File: config.mk
export PLATFORM = sky130hd
export DESIGN_NAME = mem_fwd_arbiter
export DESIGN_NICKNAME = d
export VERILOG_FILES = /design/src/design/wbmem_pkg.sv /design/src/design/mem_fwd_arbiter.sv
export VERILOG_INCLUDE_DIRS = /design/src /design/src/design
export SDC_FILE = /design/constraint.sdc
export NUM_CORES = 1
export LEC_CHECK = 0
export BUFFER_PORTS_ARGS = -buffer_cell sky130_fd_sc_hd__buf_4
export CAP_MARGIN = 20
export CORE_AREA = 2 2 174 176
export CTS_CLUSTER_DIAMETER = 200
export DETAILED_ROUTE_END_ITERATION = 8
export DIE_AREA = 0 0 176 178
export HOLD_SLACK_MARGIN = 0.15
export MAX_ROUTING_LAYER = met4
export PLACE_DENSITY = 0.34
export SYNTH_ARGS = -nofsm -noshare
export SYNTH_HDL_FRONTEND = slang
export SYNTH_SLANG_ARGS = --single-unit
File: constraint.sdc
create_clock -name clk_i -period 2.3 [get_ports clk_i]
set_input_delay 0.345 -clock clk_i [delete_from_list [all_inputs] [get_ports clk_i]]
set_output_delay 0.345 -clock clk_i [all_outputs]
set_load 0.01 [all_outputs]
File: src/design/wbmem_consts.svh
// Memory subsystem constants

`ifndef WBMEM_CONSTS_SVH
`define WBMEM_CONSTS_SVH

// wishbone data bus, 64 bits only
`define WB_DATA_WIDTH 64

// one select bit per byte lane
`define WB_SEL_WIDTH 8

// word address, byte offset bits are implied zero
`define WB_ADR_WIDTH 10

// storage depth in words
`define MEM_WORDS 1024

// one bit is enough for two bridges
`define SRC_ID_WIDTH 1

`endif

File: src/design/wbmem_pkg.sv
// Memory message types

`include "wbmem_consts.svh"

package wbmem_pkg;

  typedef logic [`WB_DATA_WIDTH-1:0] wb_data_t;
  typedef logic [`WB_SEL_WIDTH-1:0]  wb_sel_t;
  typedef logic [`WB_ADR_WIDTH-1:0]  wb_adr_t;
  typedef logic [`SRC_ID_WIDTH-1:0]  src_id_t;

  typedef enum logic
  {
    e_uc_rd = 1'b0
    , e_uc_wr = 1'b1
  } msg_type_e;

  // log2 of the byte count
  typedef enum logic [1:0]
  {
    e_size_1 = 2'b00
    , e_size_2 = 2'b01
    , e_size_4 = 2'b10
    , e_size_8 = 2'b11
  } msg_size_e;

  typedef struct packed
  {
    msg_type_e msg_type;
    msg_size_e size;
    wb_adr_t   addr;
    src_id_t   src;
  } mem_fwd_header_s;

  typedef struct packed
  {
    msg_type_e msg_type;
    msg_size_e size;
    src_id_t   src;
  } mem_rev_header_s;

  typedef enum logic
  {
    e_idle = 1'b0
    , e_resp = 1'b1
  } ep_state_e;

  // copy the low 2^size bytes across the whole bus
  function automatic wb_data_t replicate_data(wb_data_t data, msg_size_e size);
    wb_data_t rep;
    case (size)
      e_size_1: rep = {8{data[7:0]}};
      e_size_2: rep = {4{data[15:0]}};
      e_size_4: rep = {2{data[31:0]}};
      default:  rep = data;
    endcase
    return rep;
  endfunction

endpackage

File: src/design/mem_fwd_arbiter.sv
// Forward channel arbiter

`timescale 1ns/1ps

module mem_fwd_arbiter
  (input                                            clk_i
   , input                                          reset_i

   // bridge side
   , input wbmem_pkg::mem_fwd_header_s [1:0]        bridge_fwd_header_i
   , input wbmem_pkg::wb_data_t [1:0]               bridge_fwd_data_i
   , input [1:0]                                    bridge_fwd_v_i
   , output logic [1:0]                             bridge_fwd_ready_and_o

   , output wbmem_pkg::mem_rev_header_s [1:0]       bridge_rev_header_o
   , output wbmem_pkg::wb_data_t [1:0]              bridge_rev_data_o
   , output logic [1:0]                             bridge_rev_v_o
   , input [1:0]                                    bridge_rev_ready_and_i

   // memory side
   , output wbmem_pkg::mem_fwd_header_s             mem_fwd_header_o
   , output wbmem_pkg::wb_data_t                    mem_fwd_data_o
   , output logic                                   mem_fwd_v_o
   , input                                          mem_fwd_ready_and_i

   , input wbmem_pkg::mem_rev_header_s              mem_rev_header_i
   , input wbmem_pkg::wb_data_t                     mem_rev_data_i
   , input                                          mem_rev_v_i
   , output logic                                   mem_rev_ready_and_o
   );

  wbmem_pkg::src_id_t ptr_r;
  wbmem_pkg::src_id_t grant_id;
  wbmem_pkg::src_id_t rev_dst;
  logic               fwd_done;

  // pointer holds the bridge with priority
  always_comb
    begin
      if (bridge_fwd_v_i[ptr_r])
        grant_id = ptr_r;
      else
        grant_id = ~ptr_r;
    end

  assign mem_fwd_v_o = |bridge_fwd_v_i;
  assign fwd_done = mem_fwd_v_o & mem_fwd_ready_and_i;

  always_comb
    begin
      mem_fwd_header_o     = bridge_fwd_header_i[grant_id];
      mem_fwd_header_o.src = grant_id;
      mem_fwd_data_o       = bridge_fwd_data_i[grant_id];
    end

  // only the winner sees ready
  always_comb
    begin
      bridge_fwd_ready_and_o           = '0;
      bridge_fwd_ready_and_o[grant_id] = mem_fwd_ready_and_i;
    end

  // move past the winner once its message is taken
  always_ff @(posedge clk_i)
    begin
      if (reset_i)
        ptr_r <= '0;
      else if (fwd_done)
        ptr_r <= ~grant_id;
    end

  // replies go back by the stamped source
  assign rev_dst = mem_rev_header_i.src;

  always_comb
    begin
      for (int i = 0; i < 2; i++)
        begin
          bridge_rev_header_o[i] = mem_rev_header_i;
          bridge_rev_data_o[i]   = mem_rev_data_i;
          bridge_rev_v_o[i]      = mem_rev_v_i & (rev_dst == wbmem_pkg::src_id_t'(i));
        end
    end

  assign mem_rev_ready_and_o = bridge_rev_ready_and_i[rev_dst];

endmodule

==> run summary <==
drt initial violations: 24
Netlist cell types: 13
share of layout cells above drive strength 1: 0.953
leak pwr: 1.55 nW
Fin. Hold Viols: 0
mapped cell area: 2060 um2
final wirelength: 8180 um
R2R setup slack: 1.57 ns
global-route wire length before repair: 10600 um
Worst Tran Pin Value: 0.279 ns
via count: 1873
crit path cell chain: buf_4 -> nor2_1 -> a21oi_4 -> buf_12 -> mux2_2 -> buf_4
Ys Warns: 0
unrepaired setup endpoints after global routing: false
Post-CTS Setup Repair Bufs: 0
slowest library cell on the worst path: mux2_2
Worst Path Max Fanout: 46
Final Core Density: 0.114
Rel. slew slack: 0.814
vias in the first global route: 1856
post-route setup TNS: 0 ns
Fin Hold WS: 0.522 ns
Max Freq: 519 MHz
Setup Viol. Count Final: 0
GRT Util Overall: 0.0451
pin count of the biggest net entering global routing: 47
Routed Antenna Nets: 0
PwrDens: 233 nW/um2
Critical Path End Type: primary output
Worst Setup SP: bridge_fwd_v_i[0]
Die Y: 178 um
Top Registers: ptr_r (1)
worst skew pair latency: 0 ns
Area Growth Syn to Fin: 63.3%
Syn Inst Count: 234
max reg flops: 1
# hold bufs at CTS: 0
post-route insts no fill: 729
total die area: 31300 um2
peak supply drop: 0.0766 mV
CTS resizes: 0
I/O pin count: 452
clk_skew: 0 ns
reg-to-reg endpoint: ptr_r
Hold Crit Start: reset_i
DP Area: 3360 um2
Critical R2R Launch: ptr_r
fill count: 3410
fin nets: 573
routed length per instance: 11.2 um
via/cell ratio: 2.57
antenna cell count: 0
post-route cell area: 3360 um2
Rows: 63
minimum clock period: 1.93 ns
Initial Util: 0.0699
Biggest register: ptr_r
worst reg2reg path depth: 2
clock slew at reported path FFs: 0 ns
status: finished, final reports clean
arrival time worst endpoint: 1.58 ns
leading cell types in the layout, fill and taps excluded: buf_4, mux2_2, mux2_1, and2_1, buf_12
Final Max Tran Viols: 0
critical path startpoint category: input pin
Post-Place Cells: 729
drt pass-1 iters: 3
initial antenna violation count: 0
DPL Wire Length: 7290 um
Max Cap Viol: 0
WHS Path Cells: 2
Yosys reg bits: 1
fin crit share: 0.838
Core Region: 29400 um2
Hold Path End: ptr_r
most common cell after layout, fill and taps aside: buf_4
DR DRC count: 0
syn_nets: 466
cell mode on critical path: buf_4
IO buf count: 248
Placer Congestion: 0.637
gr ovfl total: 0
Hold Path Class: in -> reg
Seq/Total Area, Yosys: 0.00974
Crit Path Category: in -> out
die span in x: 176 um
Crit path required time: 1.96 ns
max incr delay on CP: 0.42 ns
average size of a mapped cell: 8.79 um2
-- stage by stage --
stage,total power [mW],worst slack (ns)
2_1_floorplan,0.574,0.627
3_3_place_gp,0.796,0.349
3_5_place_dp,0.796,0.341
4_1_cts,0.799,0.330
5_1_grt,0.838,0.279
6_report,0.783,0.372
-- kinds of logic after synthesis --
| group | share of synthesized area |
|---|---|
| multiplexers | 0.427 |
| AND/OR/NAND/NOR | 0.0170 |
| buffers and inverters | 0.535 |
| flip-flops | 0.00974 |
| AO/OA/AOI/OAI | 0.0110 |
-- per-layer routing --
metal,routed length (um),part of all wire,track usage
met5,0,0,-
met1,2280,0.28,0.0390
met4,605,0.074,0.0324
met2,4280,0.52,0.0855
met3,1010,0.12,0.0109
-- synthesized netlist by cell type --
cell	n	area (um2)
a21oi_1	1	5.00
buf_6	2	22.5
dfxtp_1	1	20.0
and2_1	3	18.8
mux2_1	8	90.1
nor2b_1	1	6.26
a21oi_2	1	8.76
or2_2	1	6.26
buf_4	143	1070
mux2_2	70	788
nor2_1	1	3.75
inv_2	1	3.75
a311oi_1	1	8.76
-- cell type report --
cell class	instances	area [um2]	area share
tap	390	488	0.145
multi-input combinational	87	943	0.281
timing repair buffer	250	1900	0.567
sequential	1	20.0	0.00596
inverter	1	3.75	0.00112
-- worst max-delay path, delay by kind of cell --
family | cells | cell delay [ns]
buffers and inverters | 3 | 0.53
multiplexers | 1 | 0.42
AO/OA/AOI/OAI | 1 | 0.20
AND/OR/NAND/NOR | 1 | 0.06
-- how the worst max path moves through the flow --
stage                                    end  depth (start not counted)
after global placement    mem_fwd_data_o[20]                          6
after global routing      mem_fwd_data_o[20]                          5
after CTS                 mem_fwd_data_o[20]                          6
after detailed placement  mem_fwd_data_o[20]                          6
final                     mem_fwd_data_o[20]                          6
after floorplan           mem_fwd_data_o[46]                          5
-- power by group --
group / total [mW] / internal (mW) / switching, mW / leakage [nW]
Clock: 0 / 0 / 0 / 0
Sequential: 0.0207 / 0.0190 / 0.00177 / 0.00828
Combinational: 0.762 / 0.489 / 0.273 / 1.55
No activity file was read; power rests on OpenSTA's default activity.
