--- src/design/wbmem_consts.svh ---
// Memory subsystem constants

`ifndef WBMEM_CONSTS_SVH
`define WBMEM_CONSTS_SVH

// wishbone data bus, 64 bits only
`define WB_DATA_WIDTH 64

// one select bit per byte lane
`define WB_SEL_WIDTH 8

// word address, byte offset bits are implied zero
`define WB_ADR_WIDTH 10

// storage depth in words
`define MEM_WORDS 1024

// one bit is enough for two bridges
`define SRC_ID_WIDTH 1

`endif

--- src/design/wbmem_pkg.sv ---
// Memory message types

`include "wbmem_consts.svh"

package wbmem_pkg;

  typedef logic [`WB_DATA_WIDTH-1:0] wb_data_t;
  typedef logic [`WB_SEL_WIDTH-1:0]  wb_sel_t;
  typedef logic [`WB_ADR_WIDTH-1:0]  wb_adr_t;
  typedef logic [`SRC_ID_WIDTH-1:0]  src_id_t;

  typedef enum logic
  {
    e_uc_rd = 1'b0
    , e_uc_wr = 1'b1
  } msg_type_e;

  // log2 of the byte count
  typedef enum logic [1:0]
  {
    e_size_1 = 2'b00
    , e_size_2 = 2'b01
    , e_size_4 = 2'b10
    , e_size_8 = 2'b11
  } msg_size_e;

  typedef struct packed
  {
    msg_type_e msg_type;
    msg_size_e size;
    wb_adr_t   addr;
    src_id_t   src;
  } mem_fwd_header_s;

  typedef struct packed
  {
    msg_type_e msg_type;
    msg_size_e size;
    src_id_t   src;
  } mem_rev_header_s;

  typedef enum logic
  {
    e_idle = 1'b0
    , e_resp = 1'b1
  } ep_state_e;

  // copy the low 2^size bytes across the whole bus
  function automatic wb_data_t replicate_data(wb_data_t data, msg_size_e size);
    wb_data_t rep;
    case (size)
      e_size_1: rep = {8{data[7:0]}};
      e_size_2: rep = {4{data[15:0]}};
      e_size_4: rep = {2{data[31:0]}};
      default:  rep = data;
    endcase
    return rep;
  endfunction

endpackage

--- src/design/wb_client_bridge.sv ---
// Wishbone client bridge

`timescale 1ns/1ps

module wb_client_bridge
  #(parameter wbmem_pkg::src_id_t src_id_p = '0)
  (input                                      clk_i
   , input                                    reset_i

   // wishbone client side
   , input wbmem_pkg::wb_adr_t                adr_i
   , input wbmem_pkg::wb_data_t               dat_i
   , input                                    cyc_i
   , input                                    stb_i
   , input wbmem_pkg::wb_sel_t                sel_i
   , input                                    we_i

   , output wbmem_pkg::wb_data_t              dat_o
   , output logic                             ack_o

   // forward message channel
   , output wbmem_pkg::mem_fwd_header_s       mem_fwd_header_o
   , output wbmem_pkg::wb_data_t              mem_fwd_data_o
   , output logic                             mem_fwd_v_o
   , input                                    mem_fwd_ready_and_i

   // reverse message channel
   , input wbmem_pkg::mem_rev_header_s        mem_rev_header_i
   , input wbmem_pkg::wb_data_t               mem_rev_data_i
   , input                                    mem_rev_v_i
   , output logic                             mem_rev_ready_and_o
   );

  logic                 pending_r;
  logic                 fwd_done;
  logic                 ack_n;
  wbmem_pkg::wb_data_t  dat_n;
  wbmem_pkg::msg_size_e msg_size;

  assign fwd_done = mem_fwd_v_o & mem_fwd_ready_and_i;

  // one access in flight, cleared by the ack pulse
  always_ff @(posedge clk_i)
    begin
      if (reset_i)
        pending_r <= 1'b0;
      else if (fwd_done)
        pending_r <= 1'b1;
      else if (ack_o)
        pending_r <= 1'b0;
    end

  assign mem_rev_ready_and_o = pending_r;
  assign mem_fwd_v_o = cyc_i & stb_i & ~pending_r;

  // reverse transfer turns into ack next cycle
  assign ack_n = mem_rev_ready_and_o & mem_rev_v_i;

  // write replies carry no data
  assign dat_n = (mem_rev_header_i.msg_type == wbmem_pkg::e_uc_rd)
                 ? mem_rev_data_i
                 : '0;

  always_ff @(posedge clk_i)
    begin
      if (reset_i)
        ack_o <= 1'b0;
      else
        ack_o <= ack_n;
    end

  always_ff @(posedge clk_i)
    begin
      if (ack_n)
        dat_o <= dat_n;
    end

  // size from byte select, anything odd is a full word
  always_comb
    begin
      case (sel_i)
        8'h01:   msg_size = wbmem_pkg::e_size_1;
        8'h03:   msg_size = wbmem_pkg::e_size_2;
        8'h0F:   msg_size = wbmem_pkg::e_size_4;
        default: msg_size = wbmem_pkg::e_size_8;
      endcase
    end

  always_comb
    begin
      mem_fwd_header_o.msg_type = we_i ? wbmem_pkg::e_uc_wr : wbmem_pkg::e_uc_rd;
      mem_fwd_header_o.size     = msg_size;
      mem_fwd_header_o.addr     = adr_i;
      mem_fwd_header_o.src      = src_id_p;
    end

  // small writes are replicated across the bus
  assign mem_fwd_data_o = wbmem_pkg::replicate_data(dat_i, msg_size);

endmodule

--- config.mk ---
export PLATFORM = sky130hd
export DESIGN_NAME = wb_client_bridge
export DESIGN_NICKNAME = d
export VERILOG_FILES = /design/src/design/wbmem_pkg.sv /design/src/design/wb_client_bridge.sv
export VERILOG_INCLUDE_DIRS = /design/src /design/src/design
export SDC_FILE = /design/constraint.sdc
export NUM_CORES = 1
export LEC_CHECK = 0
export BUFFER_PORTS_ARGS = -buffer_cell sky130_fd_sc_hd__buf_2
export CAP_MARGIN = 15
export CORE_MARGIN = 2
export CORE_UTILIZATION = 25
export DETAILED_ROUTE_END_ITERATION = 10
export PLACE_DENSITY = 0.61
export SYNTH_ARGS = -nofsm -noshare
export SYNTH_HDL_FRONTEND = slang
export SYNTH_SLANG_ARGS = --single-unit
--- constraint.sdc ---
create_clock -name clk_i -period 4.9 [get_ports clk_i]
set_input_delay 0.735 -clock clk_i [delete_from_list [all_inputs] [get_ports clk_i]]
set_output_delay 0.735 -clock clk_i [all_outputs]
set_load 0.02 [all_outputs]
==> impl_metrics.py, run 1 <==
metrics = {
    "global_routing": {
        "antenna_found_initial": 0,
        "grt_pass1_wl_um": 18200,
        "use_met1_pct": 15.6,
        "grt_usage_pct": 14.5,
        "grt_max_degree": 65,
        "grt_pass1_vias": 3383,
        "grt-ovfl-total": 0,
        "met3_usage_pct": 4.92,
        "top_usage_layer": "met2",
        "use_met2_pct": 26.3,
    },
    "synth": {
        "syn_area_um2": 3700,
        "synth_area_leader_cell": "edfxtp_1",
        "synth_nets": 451,
        "synth.area.top_cells": "edfxtp_1 52%, nor2b_1 11%, mux2_2 7.0%",
        "synth_top_area_share_pct": 52.0,
        "netlist_instances": 294,
        "seq_area_frac_synth_pct": 53.1,
        "yosys_warnings": 0,
        "syn_area_per_cell_um2": 12.6,
        "yosys_register_bits": 66,
        "synth.distinct_cells": 31,
    },
    "placement": {
        "postPlaceCellArea_um2": 5090,
        "port_buffers": 275,
        "post-dp-hpwl_um": 9790,
        "place.gp.congestion": 0.893,
    },
    "worst_hold_path": {
        "hold_start": "ack_o",
        "hold_class": "flop to flop",
    },
    "worst_setup_path": {
        "criticalPathCategory": "input pin to output pin",
        "r2r_start": "mem_rev_ready_and_o",
        "cpPeakStageDelay_ps": 840,
        "cp_max_fo": 16,
        "endpoint_kind": "output pin",
        "arrival_ps": 2920,
        "crit_start": "sel_i[5]",
        "critPathSlowestCell": "nor4_4",
        "cp_common_cell": "buf_2",
        "required_ps": 4160,
        "worstPathCellList": "buf_2 > nor4_4 > nand2_1 > o2bb2ai_1 > buf_2",
        "start_kind": "input pin",
    },
    "sta": {
        "slew_violations": 0,
        "setup_viol": 0,
        "period_needed_ps": 3650,
        "finalClockSkew_ps": 7.31,
        "worstMarginPinSlew_ps": 946,
        "tns_ps": 0,
        "finalHoldViolCount": 0,
        "relSlewSlack_pct": 36.4,
        "rsz0062_at_grt": "false",
        "fmax_ghz": 0.274,
        "period_share_pct": 74.5,
    },
    "routing": {
        "via_count": 3339,
        "wl_um": 12100,
        "dr.pass1.iters": 4,
        "drtAntennaViolNets": 0,
        "wl_per_cell_um": 16.5,
        "drc": 0,
        "detail_route.vias_per_cell": 4.54,
        "drtIter0Drc": 85,
    },
    "power": {
        "p_leak_nw": 2.47,
        "seqPwrFrac_pct": 39.2,
        "internal_power_mw": 1.25,
        "power_density_nw_per_um2": 298,
        "clkPwrFrac_pct": 44.5,
        "p_sw_uw": 378,
        "combPwrFrac_pct": 16.3,
        "irDropWorstVdd_uv": 145,
        "swShare_pct": 23.3,
    },
    "die": {
        "die_w_um": 126,
        "start_util_pct": 25.5,
        "die_h_um": 126,
        "coreArea_um2": 14500,
        "dieArea_um2": 15800,
        "pin_count": 302,
        "rows": 44,
    },
    "layout": {
        "post-route-util_pct": 37.7,
        "final_cell_mix": "275 x buf_2, 66 x nor2b_1, 64 x edfxtp_1",
        "final_common_cell": "buf_2",
        "drive_above_1_share_pct": 61.7,
        "fin_area_um2": 5460,
        "antennaDiodeCount": 0,
        "nets": 703,
        "areaGrowthSynthToFinish_pct": 47.7,
    },
    "clocking": {
        "cts_sinks": 66,
        "cts_buffers": 9,
        "clk_pin_slew_worst_paths_ps": 60,
        "cts_hold_buf": 0,
        "clock_latency_ps": 320,
        "cts_tree": "done",
        "postCtsSetupBuffers": 0,
        "post_cts_resized": 0,
        "clock_path_buffers": 2,
        "cts_root_buf": "clkbuf_16",
        "cts.htree.levels": 3,
    },
    "flow_run": {
        "cap_viol_max_count": 0,
    },
    "outcome": {
        "run_status": "finished, final reports clean",
    },
}
-- final timing paths --
kind              depth (start not counted)                  end  slack, ps
setup reg to reg                          2            dat_o[13]       3110
hold / removal                            3  mem_rev_ready_and_o        560
hold reg to reg                           3  mem_rev_ready_and_o        560
setup / recovery                          5   mem_fwd_data_o[58]       1250
-- power by group through the flow --
stage          logic, mW  clock network (mW)  registers, mW
2_1_floorplan      0.145                   0          0.663
3_3_place_gp       0.263                   0          0.648
3_5_place_dp       0.264                   0          0.648
4_1_cts            0.266               0.740          0.636
5_1_grt            0.284               0.762          0.637
6_report           0.265               0.723          0.636
-- per-layer routing --
layer	routed length, um	part of all wire, %
met4	241	2.0
met5	0	0
met1	4470	37
met2	6200	51
met3	1180	9.8
-- logic make-up (layout without fill, tap and decap cells) --
group	after synthesis	count (layout)	synth area share, %
DFF	66	66	53.1
other	1	1	0.101
and+or+nand+nor	87	87	15.4
AOI/OAI and AO/OA	52	52	12.3
muxes	32	32	10.7
xor gates and xnor gates	1	1	0.237
buffers and inverters	55	312	8.26
-- layout make-up --
cell class              count  area, um2
clock buffers               9        225
clock inverters             7        116
fillers                  1467       9020
inverters                  16       60.1
multi-input cells         173       1430
flip-flops and latches     66       1960
well taps                 184        230
repair buffers            280       1430
-- state kept, by name, indices dropped and copies added, names as in the netlist --
register             cells
dat_o                   64
ack_o                    1
mem_rev_ready_and_o      1
-- worst max-delay path: cells and delay by family --
family | cells | cell delay, ps
buf+inv | 2 | 340
simple gates | 2 | 1430
compound gates | 1 | 400
-- cells in the mapped netlist (all sizes together) --
cell     number
nand2         1
o211ai        2
nor2          3
o2bb2ai      16
and2          1
nand4         9
nor2b        66
o211a         1
clkbuf       12
buf          27
xnor2         1
nor3          1
nand3         2
a21oi         1
a22oi        16
conb          1
nor4          1
and3          1
o221ai        8
and3b         1
inv          16
mux2         32
nor4b         1
edfxtp       64
dfxtp         2
a21bo         8
-- through the flow --
stage	setup slack [ps]	power (mW)	hold WS [ps]	instances
after floorplan	2180	0.808	614	294
after global placement	1270	0.910	550	718
after detailed placement	1250	0.912	562	718
after CTS	1250	1.64	565	734
after global routing	1050	1.68	583	735
final	1250	1.62	559	735
(Power assumes the default switching activity.)
==> run 2, diff against run 1 <==
clock period = 3.68 ns   (was 4.9 ns; I/O delays follow)
==> run 2 against run 1 <==
Die area is the same. Highest routed layer unchanged. Register-to-register slack lost 1200 ps. Via count grew 1.2%. Flip-flop and latch count is the same. Cell area shrank 0.16%. Clock skew shrank 2.3 ps. Critical path depth is the same. Clock power grew 24%.
==> impl_metrics.py, run 2 (synthesis results as in run 1) <==
metrics = {
    "outcome": {
        "run_status": "finished, final reports clean",
    },
    "placement": {
        "port_buffers": 275,
        "place_inst": 720,
        "place.gp.congestion": 0.886,
        "post-dp-hpwl_um": 9970,
        "postPlaceCellArea_um2": 5100,
        "place_ws_ps": 796,
    },
    "worst_hold_path": {
        "hold_start": "reset_i",
        "min_path_cells": 2,
        "hold_class": "input pin to flop",
        "holdPathEnd": "ack_o",
    },
    "worst_setup_path": {
        "r2r_start": "mem_rev_ready_and_o",
        "endpoint_kind": "output pin",
        "start_kind": "input pin",
        "required_ps": 3130,
        "ff2ff_setup_slack_ps": 1890,
        "timing.rr.end": "dat_o[47]",
        "cp_max_fo": 24,
        "rr_worst_depth": 2,
        "arrival_ps": 2320,
        "criticalPathCategory": "input pin to output pin",
    },
    "global_routing": {
        "grt-ovfl-total": 0,
        "grt_max_degree": 65,
        "grt_usage_pct": 14.7,
        "grt_pass1_vias": 3481,
        "antenna_found_initial": 0,
        "grt_pass1_wl_um": 18300,
    },
    "routing": {
        "detail_route.vias_per_cell": 4.58,
        "drtAntennaViolNets": 0,
        "dr.pass1.iters": 5,
        "drtIter0Drc": 113,
        "via_count": 3378,
        "wl_um": 12300,
        "wl_per_cell_um": 16.6,
        "drc": 0,
    },
    "clocking": {
        "cts.htree.levels": 3,
        "clk_pin_slew_worst_paths_ps": 60,
        "clock_path_buffers": 2,
        "postCtsSetupBuffers": 0,
        "post_cts_resized": 0,
        "cts_buffers": 9,
        "cts_hold_buf": 0,
        "cts_root_buf": "clkbuf_16",
        "cts_tree": "done",
        "clock_latency_ps": 320,
        "cts_sinks": 66,
    },
    "layout": {
        "register_area_um2": 1960,
        "antennaDiodeCount": 0,
        "drive_above_1_share_pct": 62.0,
        "fin_area_um2": 5450,
        "regMostFlops": "dat_o",
        "final_common_cell": "buf_2",
        "instances_no_fill": 737,
        "final_cell_mix": "275 x buf_2, 66 x nor2b_1, 64 x edfxtp_1",
        "multi_input_area_um2": 1430,
        "largest_register_ffs": 64,
        "nets": 705,
        "areaGrowthSynthToFinish_pct": 47.4,
        "fillCellCount": 1460,
    },
    "power": {
        "irDropWorstVdd_uv": 157,
        "power_density_nw_per_um2": 384,
        "p_leak_nw": 2.48,
        "total_power_mw": 2.09,
    },
    "sta": {
        "period_share_pct": 78.1,
        "tns_ps": 0,
        "period_needed_ps": 2870,
        "fmax_ghz": 0.348,
        "setup_viol": 0,
        "slew_violations": 0,
        "finalClockSkew_ps": 5.01,
        "rsz0062_at_grt": "false",
        "finalHoldViolCount": 0,
        "relSlewSlack_pct": 48.0,
        "worstMarginPinSlew_ps": 777,
        "fin_ws_ps": 806,
    },
    "die": {
        "dieArea_um2": 15800,
        "start_util_pct": 25.5,
        "coreArea_um2": 14500,
        "die_w_um": 126,
        "rows": 44,
        "pin_count": 302,
        "die_h_um": 126,
    },
    "flow_run": {
        "cap_viol_max_count": 0,
    },
}
run 2: changes by cell type in the layout (fill, tap and decap cells not counted):
cell,before,now
clkinv_1,1,0
clkinv_2,1,3
buf_4,4,6
bufinv_16,3,2
run 2: per-layer routing:
metal	up-vias	track usage (%)	routed length, um
met5	-	0	0
met4	0	6.67	359
met2	214	26.4	6300
li1	1575	-	-
met1	1570	15.7	4460
met3	19	4.96	1140
run 2: worst max-delay path by stage:
stage                           start            endpoint  slack [ps]  cells past startpoint
after floorplan           mem_rev_v_i            dat_o[0]        1190                      1
after global placement       sel_i[1]  mem_fwd_data_o[33]         810                      5
after detailed placement     sel_i[5]  mem_fwd_data_o[43]         800                      6
after CTS                    sel_i[5]  mem_fwd_data_o[43]         790                      6
after global routing         sel_i[5]  mem_fwd_data_o[43]         690                      6
final                        sel_i[1]  mem_fwd_data_o[33]         810                      5
run 2: stage by stage:
step	util, %	hold slack [ps]
finish	37.6	408
global route	37.6	404
CTS	37.4	390
detailed placement	35.2	587
global placement	35.2	550
floorplan	-	614
run 2: area by class of cell:
cell class                      count  area share [%]
Tap cell                          184            4.23
Sequential cell                    66            36.0
Clock buffer                        9            4.13
Inverter                           16            1.10
Multi-Input combinational cell    173            26.2
Timing Repair Buffer              282            26.6
Clock inverter                      7            1.70
run 2: where the power goes:
group	total (mW)	internal, mW	switching, mW	leakage (nW)
logic	0.354	0.156	0.199	1.71
registers	0.847	0.843	0.00384	0.605
clock network	0.893	0.592	0.301	0.160
run 2: worst max-delay path, stage by stage:
cell	delay (ps)
buf_2	200
and3_1	310
o211ai_4	660
mux2_2	430
buf_2	160
